[src/streamer_cfg_pkg.sv]
//////////////////////////////////////////////////
// Element sizes, channel ids and FP8/FP16 element
// views, shared by every streamer block
//////////////////////////////////////////////////
package streamer_cfg_pkg;

  // Addresses count elements, not bytes
  localparam int unsigned ADDR_W  = 32;
  localparam int unsigned ELEM_W  = 16;
  localparam int unsigned NUM_SRC = 3;

  // Load channel ids, the store channel takes NUM_SRC
  localparam int unsigned X_ID = 0;
  localparam int unsigned W_ID = 1;
  localparam int unsigned Y_ID = 2;

  // Cast direction for fp_cast
  localparam bit WIDEN  = 1'b0;
  localparam bit NARROW = 1'b1;

  // One 16-bit element, read as FP16 or as E5M2 in the upper byte
  typedef union packed {
    struct packed {
      logic       sign;
      logic [4:0] exp;
      logic [9:0] man;
    } fp16;
    struct packed {
      logic       sign;
      logic [4:0] exp;
      logic [1:0] man;
      logic [7:0] pad;
    } fp8;
  } elem_u;

  typedef enum logic {
    FMT_FP16,
    FMT_FP8
  } cast_fmt_e;

endpackage

[src/streamer_ctrl_pkg.sv]
//////////////////////////////////////////////////
// Control and flag structs of the channels and of
// the streamer top level
//////////////////////////////////////////////////
package streamer_ctrl_pkg;

  // One strided run, len counts elements
  typedef struct packed {
    logic [streamer_cfg_pkg::ADDR_W-1:0] base;
    logic [15:0]                         stride;
    logic [15:0]                         len;
  } chan_ctrl_t;

  // Whole streamer, sampled on start
  typedef struct packed {
    chan_ctrl_t                  x;
    chan_ctrl_t                  w;
    chan_ctrl_t                  y;
    chan_ctrl_t                  z;
    // Format held in memory for X, W and Y
    streamer_cfg_pkg::cast_fmt_e src_fmt;
    // Format written back for Z
    streamer_cfg_pkg::cast_fmt_e dst_fmt;
  } streamer_ctrl_t;

  // Done bits are one-cycle pulses
  typedef struct packed {
    logic busy;
    logic x_done;
    logic w_done;
    logic y_done;
    logic z_done;
  } streamer_flags_t;

endpackage

[src/tcdm_if.sv]
//////////////////////////////////////////////////
// TCDM request/response bus, one element per beat
//////////////////////////////////////////////////
`timescale 1ns/100ps

interface tcdm_if;

  // Request side, wen high means read
  logic                                req;
  logic                                gnt;
  logic [streamer_cfg_pkg::ADDR_W-1:0] add;
  logic                                wen;
  logic [streamer_cfg_pkg::ELEM_W-1:0] data;
  // One r_valid per granted read, in order
  logic [streamer_cfg_pkg::ELEM_W-1:0] r_data;
  logic                                r_valid;

  modport initiator (output req, add, wen, data, input gnt, r_data, r_valid);
  modport target    (input req, add, wen, data, output gnt, r_data, r_valid);

endinterface

[src/elem_stream_if.sv]
//////////////////////////////////////////////////
// Valid/ready element stream between the engine
// and the streamer channels
//////////////////////////////////////////////////
`timescale 1ns/100ps

interface elem_stream_if;

  logic                                valid;
  logic                                ready;
  logic [streamer_cfg_pkg::ELEM_W-1:0] data;
  // Marks the final element of a run
  logic                                last;

  modport source (output valid, data, last, input ready);
  modport sink   (input valid, data, last, output ready);

endinterface

[src/fp_cast.sv]
//////////////////////////////////////////////////
// Combinational E5M2 <-> FP16 cast, direction by
// parameter, bypassed when en_i is low
//////////////////////////////////////////////////
`timescale 1ns/100ps

module fp_cast #(
  parameter bit CAST_DIR = streamer_cfg_pkg::WIDEN
) (
  input  streamer_cfg_pkg::elem_u src_i,
  input  logic                    en_i,
  output streamer_cfg_pkg::elem_u dst_o
);

  streamer_cfg_pkg::elem_u widened;
  streamer_cfg_pkg::elem_u narrowed;
  logic                    round_up;
  logic [6:0]              exp_man;

  // Same 5-bit exponent and bias, so widening is exact
  always_comb begin
    widened.fp16.sign = src_i.fp8.sign;
    widened.fp16.exp  = src_i.fp8.exp;
    widened.fp16.man  = {src_i.fp8.man, 8'h00};
  end

  // Guard at man[7], sticky below, ties go to even
  assign round_up = src_i.fp16.man[7] &
                    ((|src_i.fp16.man[6:0]) | src_i.fp16.man[8]);
  // Carry out of the mantissa bumps the exponent, up to Inf
  assign exp_man  = {src_i.fp16.exp, src_i.fp16.man[9:8]} + 7'(round_up);

  always_comb begin
    narrowed.fp8.sign = src_i.fp16.sign;
    narrowed.fp8.pad  = 8'h00;
    if (src_i.fp16.exp == 5'h1f) begin
      narrowed.fp8.exp = 5'h1f;
      // Inf kept, any NaN becomes quiet NaN
      narrowed.fp8.man = (src_i.fp16.man != '0) ? 2'b10 : 2'b00;
    end else begin
      {narrowed.fp8.exp, narrowed.fp8.man} = exp_man;
    end
  end

  assign dst_o = !en_i                                  ? src_i    :
                 (CAST_DIR == streamer_cfg_pkg::NARROW) ? narrowed : widened;

endmodule

[src/stream_source.sv]
//////////////////////////////////////////////////
// Load channel: strided TCDM reads into a credit
// limited FIFO, widened and sent out as a stream
//////////////////////////////////////////////////
`timescale 1ns/100ps

module stream_source #(
  parameter int unsigned FIFO_DEPTH = 4
) (
  input  logic                          clk_i,
  input  logic                          rst_n_i,
  input  logic                          clear_i,
  input  logic                          start_i,
  input  streamer_ctrl_pkg::chan_ctrl_t ctrl_i,
  input  logic                          cast_en_i,
  tcdm_if.initiator                     tcdm,
  elem_stream_if.source                 stream,
  output logic                          done_o
);

  localparam int unsigned CNT_W = $clog2(FIFO_DEPTH + 1);
  localparam int unsigned PTR_W = (FIFO_DEPTH > 1) ? $clog2(FIFO_DEPTH) : 1;

  streamer_cfg_pkg::elem_u             fifo_mem [FIFO_DEPTH];
  logic [PTR_W-1:0]                    wr_ptr;
  logic [PTR_W-1:0]                    rd_ptr;
  logic [CNT_W-1:0]                    fifo_cnt;
  logic [CNT_W-1:0]                    outst_cnt;
  logic [15:0]                         rd_left;
  logic [15:0]                         beat_cnt;
  logic [15:0]                         len_q;
  logic [15:0]                         stride_q;
  logic [streamer_cfg_pkg::ADDR_W-1:0] addr_q;
  logic                                issue;
  logic                                push;
  logic                                pop;

  assign issue = tcdm.req & tcdm.gnt;
  assign push  = tcdm.r_valid;
  assign pop   = stream.valid & stream.ready;

  // Reads in flight plus queued entries never exceed the FIFO
  assign tcdm.req  = (rd_left != '0) && ((outst_cnt + fifo_cnt) < CNT_W'(FIFO_DEPTH));
  assign tcdm.add  = addr_q;
  assign tcdm.wen  = 1'b1;
  assign tcdm.data = '0;

  // Head of FIFO drives the stream
  assign stream.valid = (fifo_cnt != '0);
  assign stream.last  = stream.valid && (beat_cnt == len_q - 16'd1);

  fp_cast #(
    .CAST_DIR ( streamer_cfg_pkg::WIDEN )
  ) i_cast (
    .src_i ( fifo_mem[rd_ptr] ),
    .en_i  ( cast_en_i        ),
    .dst_o ( stream.data      )
  );

  always_ff @(posedge clk_i) begin
    if (!rst_n_i || clear_i) begin
      rd_left   <= '0;
      beat_cnt  <= '0;
      outst_cnt <= '0;
      fifo_cnt  <= '0;
      wr_ptr    <= '0;
      rd_ptr    <= '0;
      done_o    <= 1'b0;
    end else begin
      if (start_i) begin
        rd_left  <= ctrl_i.len;
        beat_cnt <= '0;
      end else begin
        if (issue) rd_left <= rd_left - 16'd1;
        if (pop) beat_cnt <= beat_cnt + 16'd1;
      end
      outst_cnt <= outst_cnt + CNT_W'(issue) - CNT_W'(push);
      fifo_cnt  <= fifo_cnt + CNT_W'(push) - CNT_W'(pop);
      if (push) wr_ptr <= (wr_ptr == PTR_W'(FIFO_DEPTH - 1)) ? '0 : wr_ptr + 1'b1;
      if (pop) rd_ptr <= (rd_ptr == PTR_W'(FIFO_DEPTH - 1)) ? '0 : rd_ptr + 1'b1;
      // pulse one cycle after the final beat
      done_o <= pop & stream.last;
    end
  end

  // Run registers and FIFO storage
  always_ff @(posedge clk_i) begin
    if (start_i) begin
      addr_q   <= ctrl_i.base;
      stride_q <= ctrl_i.stride;
      len_q    <= ctrl_i.len;
    end else if (issue) begin
      addr_q <= addr_q + streamer_cfg_pkg::ADDR_W'(stride_q);
    end
    if (push) fifo_mem[wr_ptr] <= tcdm.r_data;
  end

  // Credits must cover every response routed back by the arbiter
  a_no_push_when_full: assert property (@(posedge clk_i) disable iff (!rst_n_i || clear_i)
    push |-> (fifo_cnt < CNT_W'(FIFO_DEPTH)));

endmodule

[src/stream_sink.sv]
//////////////////////////////////////////////////
// Store channel: narrows each stream beat and
// writes it to base + index * stride
//////////////////////////////////////////////////
`timescale 1ns/100ps

module stream_sink (
  input  logic                          clk_i,
  input  logic                          rst_n_i,
  input  logic                          clear_i,
  input  logic                          start_i,
  input  streamer_ctrl_pkg::chan_ctrl_t ctrl_i,
  input  logic                          cast_en_i,
  tcdm_if.initiator                     tcdm,
  elem_stream_if.sink                   stream,
  output logic                          done_o
);

  streamer_cfg_pkg::elem_u             cast_data;
  logic [streamer_cfg_pkg::ELEM_W-1:0] data_q;
  logic [streamer_cfg_pkg::ADDR_W-1:0] addr_q;
  logic [15:0]                         stride_q;
  logic [15:0]                         left;
  logic                                req_q;
  logic                                accept;
  logic                                wr_gnt;

  // Only one write held at a time
  assign stream.ready = (left != '0) && !req_q;
  assign accept       = stream.valid & stream.ready;
  assign wr_gnt       = req_q & tcdm.gnt;

  assign tcdm.req  = req_q;
  assign tcdm.add  = addr_q;
  assign tcdm.wen  = 1'b0;
  assign tcdm.data = data_q;

  fp_cast #(
    .CAST_DIR ( streamer_cfg_pkg::NARROW )
  ) i_cast (
    .src_i ( stream.data ),
    .en_i  ( cast_en_i   ),
    .dst_o ( cast_data   )
  );

  always_ff @(posedge clk_i) begin
    if (!rst_n_i || clear_i) begin
      left   <= '0;
      req_q  <= 1'b0;
      done_o <= 1'b0;
    end else begin
      if (start_i) left <= ctrl_i.len;
      else if (wr_gnt) left <= left - 16'd1;
      if (accept) req_q <= 1'b1;
      else if (wr_gnt) req_q <= 1'b0;
      // Grant of the len-th write ends the run
      done_o <= wr_gnt && (left == 16'd1);
    end
  end

  // Address steps once per granted write
  always_ff @(posedge clk_i) begin
    if (start_i) begin
      addr_q   <= ctrl_i.base;
      stride_q <= ctrl_i.stride;
    end else if (wr_gnt) begin
      addr_q <= addr_q + streamer_cfg_pkg::ADDR_W'(stride_q);
    end
    if (accept) data_q <= cast_data;
  end

  // Write stays put until the arbiter grants it
  a_hold_until_gnt: assert property (@(posedge clk_i) disable iff (!rst_n_i || clear_i)
    (tcdm.req && !tcdm.gnt) |=> ($stable(tcdm.data) && $stable(tcdm.add)));

  // Engine's last must line up with the programmed length
  a_last_on_len: assert property (@(posedge clk_i) disable iff (!rst_n_i || clear_i)
    accept |-> (stream.last == (left == 16'd1)));

endmodule

[src/tcdm_ldst_arbiter.sv]
//////////////////////////////////////////////////
// Round-robin arbiter of the load and store
// channels onto one TCDM port, routes read data
//////////////////////////////////////////////////
`timescale 1ns/100ps

module tcdm_ldst_arbiter #(
  parameter int unsigned N_IN = 4
) (
  input  logic      clk_i,
  input  logic      rst_n_i,
  input  logic      clear_i,
  tcdm_if.target    in [N_IN],
  tcdm_if.initiator out
);

  localparam int unsigned IDX_W = (N_IN > 1) ? $clog2(N_IN) : 1;

  logic [N_IN-1:0]                     req_vec;
  logic [N_IN-1:0]                     wen_vec;
  logic [streamer_cfg_pkg::ADDR_W-1:0] add_vec  [N_IN];
  logic [streamer_cfg_pkg::ELEM_W-1:0] data_vec [N_IN];
  logic [IDX_W-1:0]                    rr_ptr;
  logic [IDX_W-1:0]                    sel;
  logic                                sel_valid;
  logic                                grant;
  logic                                rd_grant;
  // Requester ids of reads still waiting for data
  logic [IDX_W-1:0]                    id_mem [2];
  logic                                id_wr;
  logic                                id_rd;
  logic [1:0]                          id_cnt;

  for (genvar i = 0; i < N_IN; i++) begin : gen_in
    assign req_vec[i]    = in[i].req;
    assign wen_vec[i]    = in[i].wen;
    assign add_vec[i]    = in[i].add;
    assign data_vec[i]   = in[i].data;
    assign in[i].gnt     = grant && (sel == IDX_W'(i));
    assign in[i].r_valid = out.r_valid && (id_mem[id_rd] == IDX_W'(i));
    assign in[i].r_data  = out.r_data;
  end

  // First requester at or after the pointer wins
  always_comb begin
    int unsigned idx;
    sel       = '0;
    sel_valid = 1'b0;
    for (int unsigned k = 0; k < N_IN; k++) begin
      idx = (rr_ptr + k) % N_IN;
      if (!sel_valid && req_vec[idx]) begin
        sel       = IDX_W'(idx);
        sel_valid = 1'b1;
      end
    end
  end

  // No new grants while clearing
  assign out.req  = sel_valid & !clear_i;
  assign out.add  = add_vec[sel];
  assign out.wen  = wen_vec[sel];
  assign out.data = data_vec[sel];
  assign grant    = out.req & out.gnt;
  assign rd_grant = grant & out.wen;

  always_ff @(posedge clk_i) begin
    if (!rst_n_i || clear_i) begin
      rr_ptr <= '0;
      id_wr  <= 1'b0;
      id_rd  <= 1'b0;
      id_cnt <= '0;
    end else begin
      // Winner drops to lowest priority
      if (grant) rr_ptr <= (sel == IDX_W'(N_IN - 1)) ? '0 : sel + 1'b1;
      if (rd_grant) id_wr <= ~id_wr;
      if (out.r_valid) id_rd <= ~id_rd;
      id_cnt <= id_cnt + 2'(rd_grant) - 2'(out.r_valid);
    end
  end

  always_ff @(posedge clk_i) begin
    if (rd_grant) id_mem[id_wr] <= sel;
  end

  // Memory answers only reads this arbiter granted
  a_rvalid_has_id: assert property (@(posedge clk_i) disable iff (!rst_n_i || clear_i)
    out.r_valid |-> (id_cnt != 2'd0));

endmodule

[src/streamer_top.sv]
//////////////////////////////////////////////////
// Streamer top: X/W/Y loads, Z store and the
// shared TCDM port, all on plain ports
//////////////////////////////////////////////////
`timescale 1ns/100ps

module streamer_top #(
  parameter int unsigned FIFO_DEPTH = 4,
  parameter int unsigned N_IN       = 4
) (
  input  logic                                clk_i,
  input  logic                                rst_n_i,
  input  logic                                clear_i,
  input  logic                                start_i,
  input  streamer_ctrl_pkg::streamer_ctrl_t   ctrl_i,
  output streamer_ctrl_pkg::streamer_flags_t  flags_o,
  // Memory port
  output logic                                mem_req_o,
  input  logic                                mem_gnt_i,
  output logic [streamer_cfg_pkg::ADDR_W-1:0] mem_add_o,
  output logic                                mem_wen_o,
  output logic [streamer_cfg_pkg::ELEM_W-1:0] mem_data_o,
  input  logic [streamer_cfg_pkg::ELEM_W-1:0] mem_r_data_i,
  input  logic                                mem_r_valid_i,
  // Load streams
  output logic                                x_valid_o,
  input  logic                                x_ready_i,
  output logic [streamer_cfg_pkg::ELEM_W-1:0] x_data_o,
  output logic                                x_last_o,
  output logic                                w_valid_o,
  input  logic                                w_ready_i,
  output logic [streamer_cfg_pkg::ELEM_W-1:0] w_data_o,
  output logic                                w_last_o,
  output logic                                y_valid_o,
  input  logic                                y_ready_i,
  output logic [streamer_cfg_pkg::ELEM_W-1:0] y_data_o,
  output logic                                y_last_o,
  // Store stream
  input  logic                                z_valid_i,
  output logic                                z_ready_o,
  input  logic [streamer_cfg_pkg::ELEM_W-1:0] z_data_i,
  input  logic                                z_last_i
);

  localparam int unsigned Z_ID = streamer_cfg_pkg::NUM_SRC;

  streamer_ctrl_pkg::chan_ctrl_t src_ctrl [streamer_cfg_pkg::NUM_SRC];
  logic [N_IN-1:0]               done;
  logic [N_IN-1:0]               pend_q;
  logic                          load_cast;
  logic                          store_cast;

  // Arbiter ports 0..2 are loads, 3 is the store
  tcdm_if        ch_tcdm [N_IN] ();
  tcdm_if        mem_tcdm ();
  elem_stream_if src_stream [streamer_cfg_pkg::NUM_SRC] ();
  elem_stream_if z_stream ();

  assign load_cast  = (ctrl_i.src_fmt == streamer_cfg_pkg::FMT_FP8);
  assign store_cast = (ctrl_i.dst_fmt == streamer_cfg_pkg::FMT_FP8);

  assign src_ctrl[streamer_cfg_pkg::X_ID] = ctrl_i.x;
  assign src_ctrl[streamer_cfg_pkg::W_ID] = ctrl_i.w;
  assign src_ctrl[streamer_cfg_pkg::Y_ID] = ctrl_i.y;

  for (genvar i = 0; i < streamer_cfg_pkg::NUM_SRC; i++) begin : gen_src
    stream_source #(
      .FIFO_DEPTH ( FIFO_DEPTH )
    ) i_source (
      .clk_i     ( clk_i         ),
      .rst_n_i   ( rst_n_i       ),
      .clear_i   ( clear_i       ),
      .start_i   ( start_i       ),
      .ctrl_i    ( src_ctrl[i]   ),
      .cast_en_i ( load_cast     ),
      .tcdm      ( ch_tcdm[i]    ),
      .stream    ( src_stream[i] ),
      .done_o    ( done[i]       )
    );
  end

  stream_sink i_sink (
    .clk_i     ( clk_i         ),
    .rst_n_i   ( rst_n_i       ),
    .clear_i   ( clear_i       ),
    .start_i   ( start_i       ),
    .ctrl_i    ( ctrl_i.z      ),
    .cast_en_i ( store_cast    ),
    .tcdm      ( ch_tcdm[Z_ID] ),
    .stream    ( z_stream      ),
    .done_o    ( done[Z_ID]    )
  );

  tcdm_ldst_arbiter #(
    .N_IN ( N_IN )
  ) i_arbiter (
    .clk_i   ( clk_i    ),
    .rst_n_i ( rst_n_i  ),
    .clear_i ( clear_i  ),
    .in      ( ch_tcdm  ),
    .out     ( mem_tcdm )
  );

  // Flatten the memory side
  assign mem_req_o        = mem_tcdm.req;
  assign mem_add_o        = mem_tcdm.add;
  assign mem_wen_o        = mem_tcdm.wen;
  assign mem_data_o       = mem_tcdm.data;
  assign mem_tcdm.gnt     = mem_gnt_i;
  assign mem_tcdm.r_data  = mem_r_data_i;
  assign mem_tcdm.r_valid = mem_r_valid_i;

  // Flatten the streams
  assign x_valid_o = src_stream[streamer_cfg_pkg::X_ID].valid;
  assign x_data_o  = src_stream[streamer_cfg_pkg::X_ID].data;
  assign x_last_o  = src_stream[streamer_cfg_pkg::X_ID].last;
  assign src_stream[streamer_cfg_pkg::X_ID].ready = x_ready_i;
  assign w_valid_o = src_stream[streamer_cfg_pkg::W_ID].valid;
  assign w_data_o  = src_stream[streamer_cfg_pkg::W_ID].data;
  assign w_last_o  = src_stream[streamer_cfg_pkg::W_ID].last;
  assign src_stream[streamer_cfg_pkg::W_ID].ready = w_ready_i;
  assign y_valid_o = src_stream[streamer_cfg_pkg::Y_ID].valid;
  assign y_data_o  = src_stream[streamer_cfg_pkg::Y_ID].data;
  assign y_last_o  = src_stream[streamer_cfg_pkg::Y_ID].last;
  assign src_stream[streamer_cfg_pkg::Y_ID].ready = y_ready_i;
  assign z_stream.valid = z_valid_i;
  assign z_stream.data  = z_data_i;
  assign z_stream.last  = z_last_i;
  assign z_ready_o      = z_stream.ready;

  // Channels with len 0 count as done at start
  always_ff @(posedge clk_i) begin
    if (!rst_n_i || clear_i) begin
      pend_q <= '0;
    end else if (start_i) begin
      pend_q <= {ctrl_i.z.len != '0, ctrl_i.y.len != '0,
                 ctrl_i.w.len != '0, ctrl_i.x.len != '0};
    end else begin
      pend_q <= pend_q & ~done;
    end
  end

  assign flags_o.busy   = |pend_q;
  assign flags_o.x_done = done[streamer_cfg_pkg::X_ID];
  assign flags_o.w_done = done[streamer_cfg_pkg::W_ID];
  assign flags_o.y_done = done[streamer_cfg_pkg::Y_ID];
  assign flags_o.z_done = done[Z_ID];

endmodule

[config.mk]
export PLATFORM = sky130hd
export DESIGN_NAME = streamer_top
export DESIGN_NICKNAME = d
export VERILOG_FILES = /design/src/streamer_cfg_pkg.sv /design/src/streamer_ctrl_pkg.sv /design/src/tcdm_if.sv /design/src/elem_stream_if.sv /design/src/fp_cast.sv /design/src/stream_source.sv /design/src/stream_sink.sv /design/src/tcdm_ldst_arbiter.sv /design/src/streamer_top.sv
export SDC_FILE = /design/constraint.sdc
export NUM_CORES = 1
export LEC_CHECK = 0
export BUFFER_PORTS_ARGS = -buffer_cell sky130_fd_sc_hd__buf_2
export CORE_MARGIN = 2
export CORE_UTILIZATION = 30
export DETAILED_ROUTE_END_ITERATION = 6
export PLACE_DENSITY = 0.56
export SYNTH_ARGS = -nofsm -noshare
export SYNTH_HDL_FRONTEND = slang
export SYNTH_SLANG_ARGS = --single-unit
[constraint.sdc]
create_clock -name clk_i -period 9.8 [get_ports clk_i]
set_input_delay 0.98 -clock clk_i [delete_from_list [all_inputs] [get_ports clk_i]]
set_output_delay 0.98 -clock clk_i [all_outputs]
set_load 0.03 [all_outputs]
==> results of run 1 <==
cell type report:
cell class	count	area [µm²]	area share (%)
diodes	9	22.5	0.0600
flip-flops and latches	614	16800	44.8
repair buffers	432	2240	5.97
inverters	91	345	0.920
clock buffers	83	1900	5.05
multi-input cells	2066	13900	37.0
well taps	1380	1730	4.60
clock inverters	53	599	1.60
worst min-delay path by stage:
| stage | end | cells after the start |
|---|---|---|
| floorplan | flop | 2 |
| global placement | gen_src[2].i_source.rd_ptr[1] | 2 |
| detailed placement | flop | 2 |
| CTS | i_sink.stride_q[0] | 1 |
| global route | gen_src[0].i_source.stride_q[8] | 1 |
| finish | gen_src[0].i_source.rd_ptr[1] | 2 |
power groups by stage:
stage / Sequential, mW / Combinational [mW] / Clock [mW]
after global placement: 3.21 / 1.49 / 0
after floorplan: 3.11 / 1.03 / 0
after detailed placement: 3.20 / 1.49 / 0
after CTS: 3.15 / 1.50 / 2.91
final: 3.15 / 1.50 / 2.81
after global routing: 3.16 / 1.66 / 3.01
cells in the mapped netlist, drive strengths merged (13+ instances only):
master	count
dfxtp	162
or2	13
nor2	194
inv	87
a211oi	34
a21oi	126
ha	107
o31ai	18
nor2b	53
nor3	74
or4	17
buf	30
and2	31
nand4	38
xor2	115
or3	36
nor4	54
mux4	48
clkbuf	98
edfxtp	452
a21o	24
xnor2	159
mux2	13
and3	90
a31oi	57
nand2	352
nand2b	15
o21ai	176
nand3	69
worst max-delay path: cells and delay by family (launching register included):
family	cells	cell delay (ns)
simple gates	5	1.39
compound gates	3	0.59
flops	1	0.33
fa+ha+maj	1	0.17
buf+inv	5	1.94
stage by stage:
step	util, %	power [mW]	instance area [µm²]	hold WS [ns]
2_1_floorplan	-	4.14	31500	0.454
3_3_place_gp	33.7	4.69	35000	0.469
3_5_place_dp	33.7	4.70	35000	0.476
4_1_cts	36.1	7.57	37500	0.415
5_1_grt	36.1	7.83	37500	0.447
6_report	36.1	7.45	37500	0.482
state kept, by name, summed over array words and instances, names as in the netlist, 6 cells and up, named ones only:
signal / count
gen_src.i_source.tcdm.add: 96
gen_src.i_source.outst_cnt: 9
gen_src.i_source.fifo_cnt: 9
gen_src.i_source.fifo_mem: 192
gen_src.i_source.wr_ptr: 6
i_sink.stride_q: 16
gen_src.i_source.rd_ptr: 6
gen_src.i_source.rd_left: 48
i_sink.tcdm.add: 32
gen_src.i_source.stride_q: 48
i_sink.left: 16
i_sink.tcdm.data: 16
gen_src.i_source.beat_cnt: 48
gen_src.i_source.len_q: 48
metal layers:
layer	part of all wire [%]	GRT usage (%)	up-vias
li1	-	-	11400
met1	40	21.2	11300
met2	49	30.0	615
met3	6.9	4.29	168
met4	4.0	7.31	32
met5	0.21	0	-
cell families after synthesis:
group,count (synthesis),synth area share (%)
AO/OA/AOI/OAI,525,10.2
flip-flops,614,53.3
multiplexers,70,4.18
AND/OR/NAND/NOR,1080,17.1
XOR/XNOR,274,7.61
adder cells (fa/ha/maj),117,4.88
buffers and inverters,219,2.68
==> results.yml, run 1 <==
clocking:
  cts.clk_slew.worst_paths_ns: 0.06
  cts_setup_buffers: 0
  hold_buffers: 0
  clock_latency_ns: 0.66
  cts_root_buffer: "clkbuf_16"
  cts.sinks: 614
  cts_buffers: 74
  cts_max_level: 3
  cts_resized: 0
  tritoncts: "done"
  clock_path_buffers: 3
route:
  ant_nets: 0
  drt_iter0_drc: 1715
  drc: 0
  routed_wl_mm: 96.5
  avgViaCountPerCell: 4.97
  drt_first_pass_iters: 5
  vias: 23500
  wl_per_cell_um: 20.4
place:
  dp_hpwl_mm: 71.9
  pre_cts_ws_ns: 4.24
  routabilityCongestion: 0.883
  dp.cells: 4583
  port_buffers: 409
sta:
  fin_skew_ns: 0.0487
  fin_crit_sh_pct: 62.5
  rsz0062_at_grt: "no"
  drv_slew: 0
  worstMarginPinSlew_ns: 1.03
  setup_slack_ns: 3.68
  relSlewSlack_pct: 30.8
  hold_viol_final: 0
  tns_ns: 0
  period_minus_slack_ns: 6.12
  fmax_mhz: 163
  setup_viol: 0
setup_path:
  r2r_cells: 17
  worst-path-max-fanout: 67
  slowest_delay_ns: 0.61
  rrSetupSlack_ns: 4.56
  cp.required_ns: 8.82
  crit_start: "gen_src[1].i_source.rd_left[0]"
  crit_path_start_kind: "flop"
  r2r_end: "i_sink.left[9]"
  cp_cell_sequence: "inv_1 -> ha_1 -> or3b_2 -> or3_4 -> o211ai_2 -> a311oi_1 -> nand2_2 -> buf_4 -> clkinv_2 -> buf_4 -> nand2_1 -> and3_1 -> a31oi_1 -> buf_2"
  endpoint_kind: "primary output"
  crit_top_cell: "buf_4"
  worstSetupPathType: "reg2out"
  arrival_ns: 5.14
  crit_slowest_cell: "buf_4"
  cp-endpoint: "mem_add_o[20]"
  reg2reg_from: "gen_src[1].i_source.rd_left[0]"
power:
  swShare_pct: 30.9
  irDropWorstVdd_v: 0.000165
  p_int_mw: 5.15
  pwr-share-seq_pct: 42.2
  powerDensity_nw_per_um2: 199
  p_switching_mw: 2.30
  p_clk_share_pct: 37.7
  combinationalPowerShare_pct: 20.1
  power_leakage_nw: 14.1
global_route:
  grt_pass1_vias: 23000
  overflow: 0
  grt_max_degree: 168
  antenna_found_initial: 30
  grt_usage_pct: 17.6
  grt_pass1_wl_mm: 143
finish:
  fillers: 10500
  nNetsFinal: 3697
  drive_above_1_share_pct: 19.6
  area_growth_pct: 19.1
  final_cell_mix: "452 x edfxtp_1, 408 x buf_2, 350 x nand2_1"
  mostFrequentLayoutCell: "edfxtp_1"
  layoutNonFillerInstCount: 4728
flow_run:
  max_cap_violations: 0
synthesis:
  syn-num-nets: 3317
  avgSynthCellArea_um2: 10.9
  yosys_warnings: 0
  ys_ff_latch: 614
  synth_area_leaders: "edfxtp_1 43%, dfxtp_1 10%, xnor2_1 4.4%"
  yosysTopAreaCellShare_pct: 43.1
  ys_types: 85
  yosysTopAreaCell: "edfxtp_1"
  synth-async-reset-ratio_pct: 0
  yosysSeqAreaShare_pct: 53.3
  synth_edf_count: 452
  synthCells: 2899
  synth-main-ff-cell: "edfxtp_1"
  synthesis.area_um2: 31500
floorplan:
  initial_utilization_pct: 30.3
  die_w_um: 328
  die-area_um2: 108000
  rows: 118
  ios: 411
  fp.dieH_um: 328
  core-area_um2: 104000
run_status:
  status: "finished, final reports clean"
min_path:
  hold_path_startpoint: "gen_src[0].i_source.rd_ptr[1]"
  hold_class: "reg2reg"
Power figures use the tool's default switching activity.
==> inputs of run 2 (changes only) <==
--- a/config.mk
+++ b/config.mk
@@ -9,7 +9,7 @@
 export CORE_MARGIN = 2
 export CORE_UTILIZATION = 30
 export DETAILED_ROUTE_END_ITERATION = 6
-export PLACE_DENSITY = 0.56
+export PLACE_DENSITY = 0.58
 export SYNTH_ARGS = -nofsm -noshare
 export SYNTH_HDL_FRONTEND = slang
 export SYNTH_SLANG_ARGS = --single-unit
==> constraint.sdc (replaced) <==
create_clock -name clk_i -period 5.4 [get_ports clk_i]
set_input_delay 0.54 -clock clk_i [delete_from_list [all_inputs] [get_ports clk_i]]
set_output_delay 0.54 -clock clk_i [all_outputs]
set_load 0.03 [all_outputs]
==> run 2 against run 1 <==
Non-clock buffer count is 20 higher. Sequential power is 81% higher. First-iteration DRC count is 3.0% higher. Register-to-register slack worse by 3.5 ns. Die area stayed put. Critical path depth is 1 lower. Sequential share of layout area is 0.23 points lower. Largest cell class unchanged.
==> results.yml, run 2 (same netlist as run 1, synthesis figures left out) <==
run_status:
  status: "finished, final reports clean"
setup_path:
  cp.required_ns: 4.86
  crit_top_cell: "buf_4"
  slowest_delay_ns: 0.54
  crit_slowest_cell: "or3b_2"
  arrival_ns: 4.46
  cp_cell_sequence: "inv_1 -> ha_1 -> or3b_2 -> or3_4 -> o211ai_2 -> a311oi_1 -> nand2_2 -> buf_4 -> buf_4 -> nand2_1 -> and3_1 -> a31oi_1 -> buf_2"
  worstSetupPathType: "reg2out"
  endpoint_kind: "primary output"
  path_buf_inv: 4
  path_delay_family: "simple AND/OR/NAND/NOR gates"
  worst-path-max-fanout: 37
  crit_path_start_kind: "flop"
sta:
  hold_viol_final: 0
  fin_skew_ns: 0.0591
  period_minus_slack_ns: 5.00
  fin_crit_sh_pct: 92.5
  worstMarginPinSlew_ns: 1.02
  setup_slack_ns: 0.403
  whs_ns: 0.0492
  rsz0062_at_grt: "no"
  tns_ns: 0
  fmax_mhz: 200
  setup_viol: 0
  drv_slew: 0
  relSlewSlack_pct: 32.0
route:
  drc: 0
  ant_nets: 0
  avgViaCountPerCell: 5.02
  routed_wl_mm: 97.6
  drt_first_pass_iters: 5
  drt_iter0_drc: 1766
  wl_per_cell_um: 20.5
  vias: 23800
place:
  postPlaceCellArea_um2: 35000
  routabilityCongestion: 0.873
  port_buffers: 409
  dp_hpwl_mm: 72.8
  pre_cts_ws_ns: 0.979
finish:
  nNetsFinal: 3718
  drive_above_1_share_pct: 19.4
  utilization_pct: 36.3
  regMostFlops: "gen_src.i_source.fifo_mem"
  mostFrequentLayoutCell: "edfxtp_1"
  largest_reg_flops: 192
  final_cell_mix: "452 x edfxtp_1, 408 x buf_2, 349 x nand2_1"
  fin_area_um2: 37700
  area_growth_pct: 19.7
floorplan:
  fp.dieH_um: 328
  die-area_um2: 108000
  ios: 411
  core-area_um2: 104000
  rows: 118
  die_w_um: 328
  initial_utilization_pct: 30.3
power:
  pwr-share-seq_pct: 42.3
  p_int_mw: 9.31
  p_switching_mw: 4.20
  powerDensity_nw_per_um2: 358
  power_leakage_nw: 14.2
  combinationalPowerShare_pct: 20.2
  p_clk_share_pct: 37.5
  irDropWorstVdd_v: 0.000267
  swShare_pct: 31.1
clocking:
  cts_buffers: 75
  cts_resized: 0
  clock_latency_ns: 0.68
  clock_path_buffers: 3
  cts_root_buffer: "clkbuf_16"
  cts_max_level: 3
  tritoncts: "done"
  cts.sinks: 614
  cts.clk_slew.worst_paths_ns: 0.06
global_route:
  grt_max_degree: 202
  overflow: 0
  grt_usage_pct: 17.7
  grt_pass1_vias: 23100
  antenna_found_initial: 38
  grt_pass1_wl_mm: 144
min_path:
  hold_class: "in2reg"
flow_run:
  max_cap_violations: 0
[run 2: layer usage]
layer / part of all wire, % / up-vias / track usage (%)
met4: 3.5 / 48 / 6.16
li1: - / 11500 / -
met2: 49 / 689 / 30.3
met3: 7.8 / 191 / 5.09
met5: 0.30 / - / 0
met1: 40 / 11400 / 21.2
[run 2: cell type report]
type                       count  area (µm²)
antenna                       11        27.5
tap                         1380        1730
clock buffer                  93        1990
clock inverter                43         479
inverter                      91         345
timing repair buffer         452        2440
fill                       10300       66200
sequential                   614       16800
multi-input combinational   2066       13900
[run 2: per-stage QoR]
| step | instances | total power, mW |
|---|---|---|
| 4_1_cts | 4739 | 13.7 |
| 2_1_floorplan | 2899 | 7.51 |
| 3_5_place_dp | 4583 | 8.52 |
| 5_1_grt | 4741 | 14.1 |
| 6_report | 4750 | 13.5 |
| 3_3_place_gp | 4583 | 8.51 |
[run 2: repair_timing]
action	CTS	global route
hold buffers	20	0
setup buffers	0	0
endpoints found under the hold margin	20	0
[run 2: worst paths after layout]
check	start	to	slack, ns	cells after the start
hold / removal	ctrl_i[152]	gen_src[1].i_source.stride_q[6]	0.05	1
hold reg to reg	gen_src[2].i_source.rd_ptr[1]	gen_src[2].i_source.rd_ptr[1]	0.49	2
setup / recovery	gen_src[1].i_source.rd_left[0]	mem_add_o[9]	0.40	13
setup reg to reg	gen_src[1].i_source.rd_left[0]	i_sink.left[11]	1.04	16
[run 2: power by group through the flow]
stage / registers [mW] / clock network [mW] / logic (mW)
floorplan: 5.64 / 0 / 1.87
finish: 5.71 / 5.07 / 2.73
global placement: 5.82 / 0 / 2.69
detailed placement: 5.82 / 0 / 2.71
CTS: 5.72 / 5.21 / 2.74
global route: 5.74 / 5.38 / 3.01
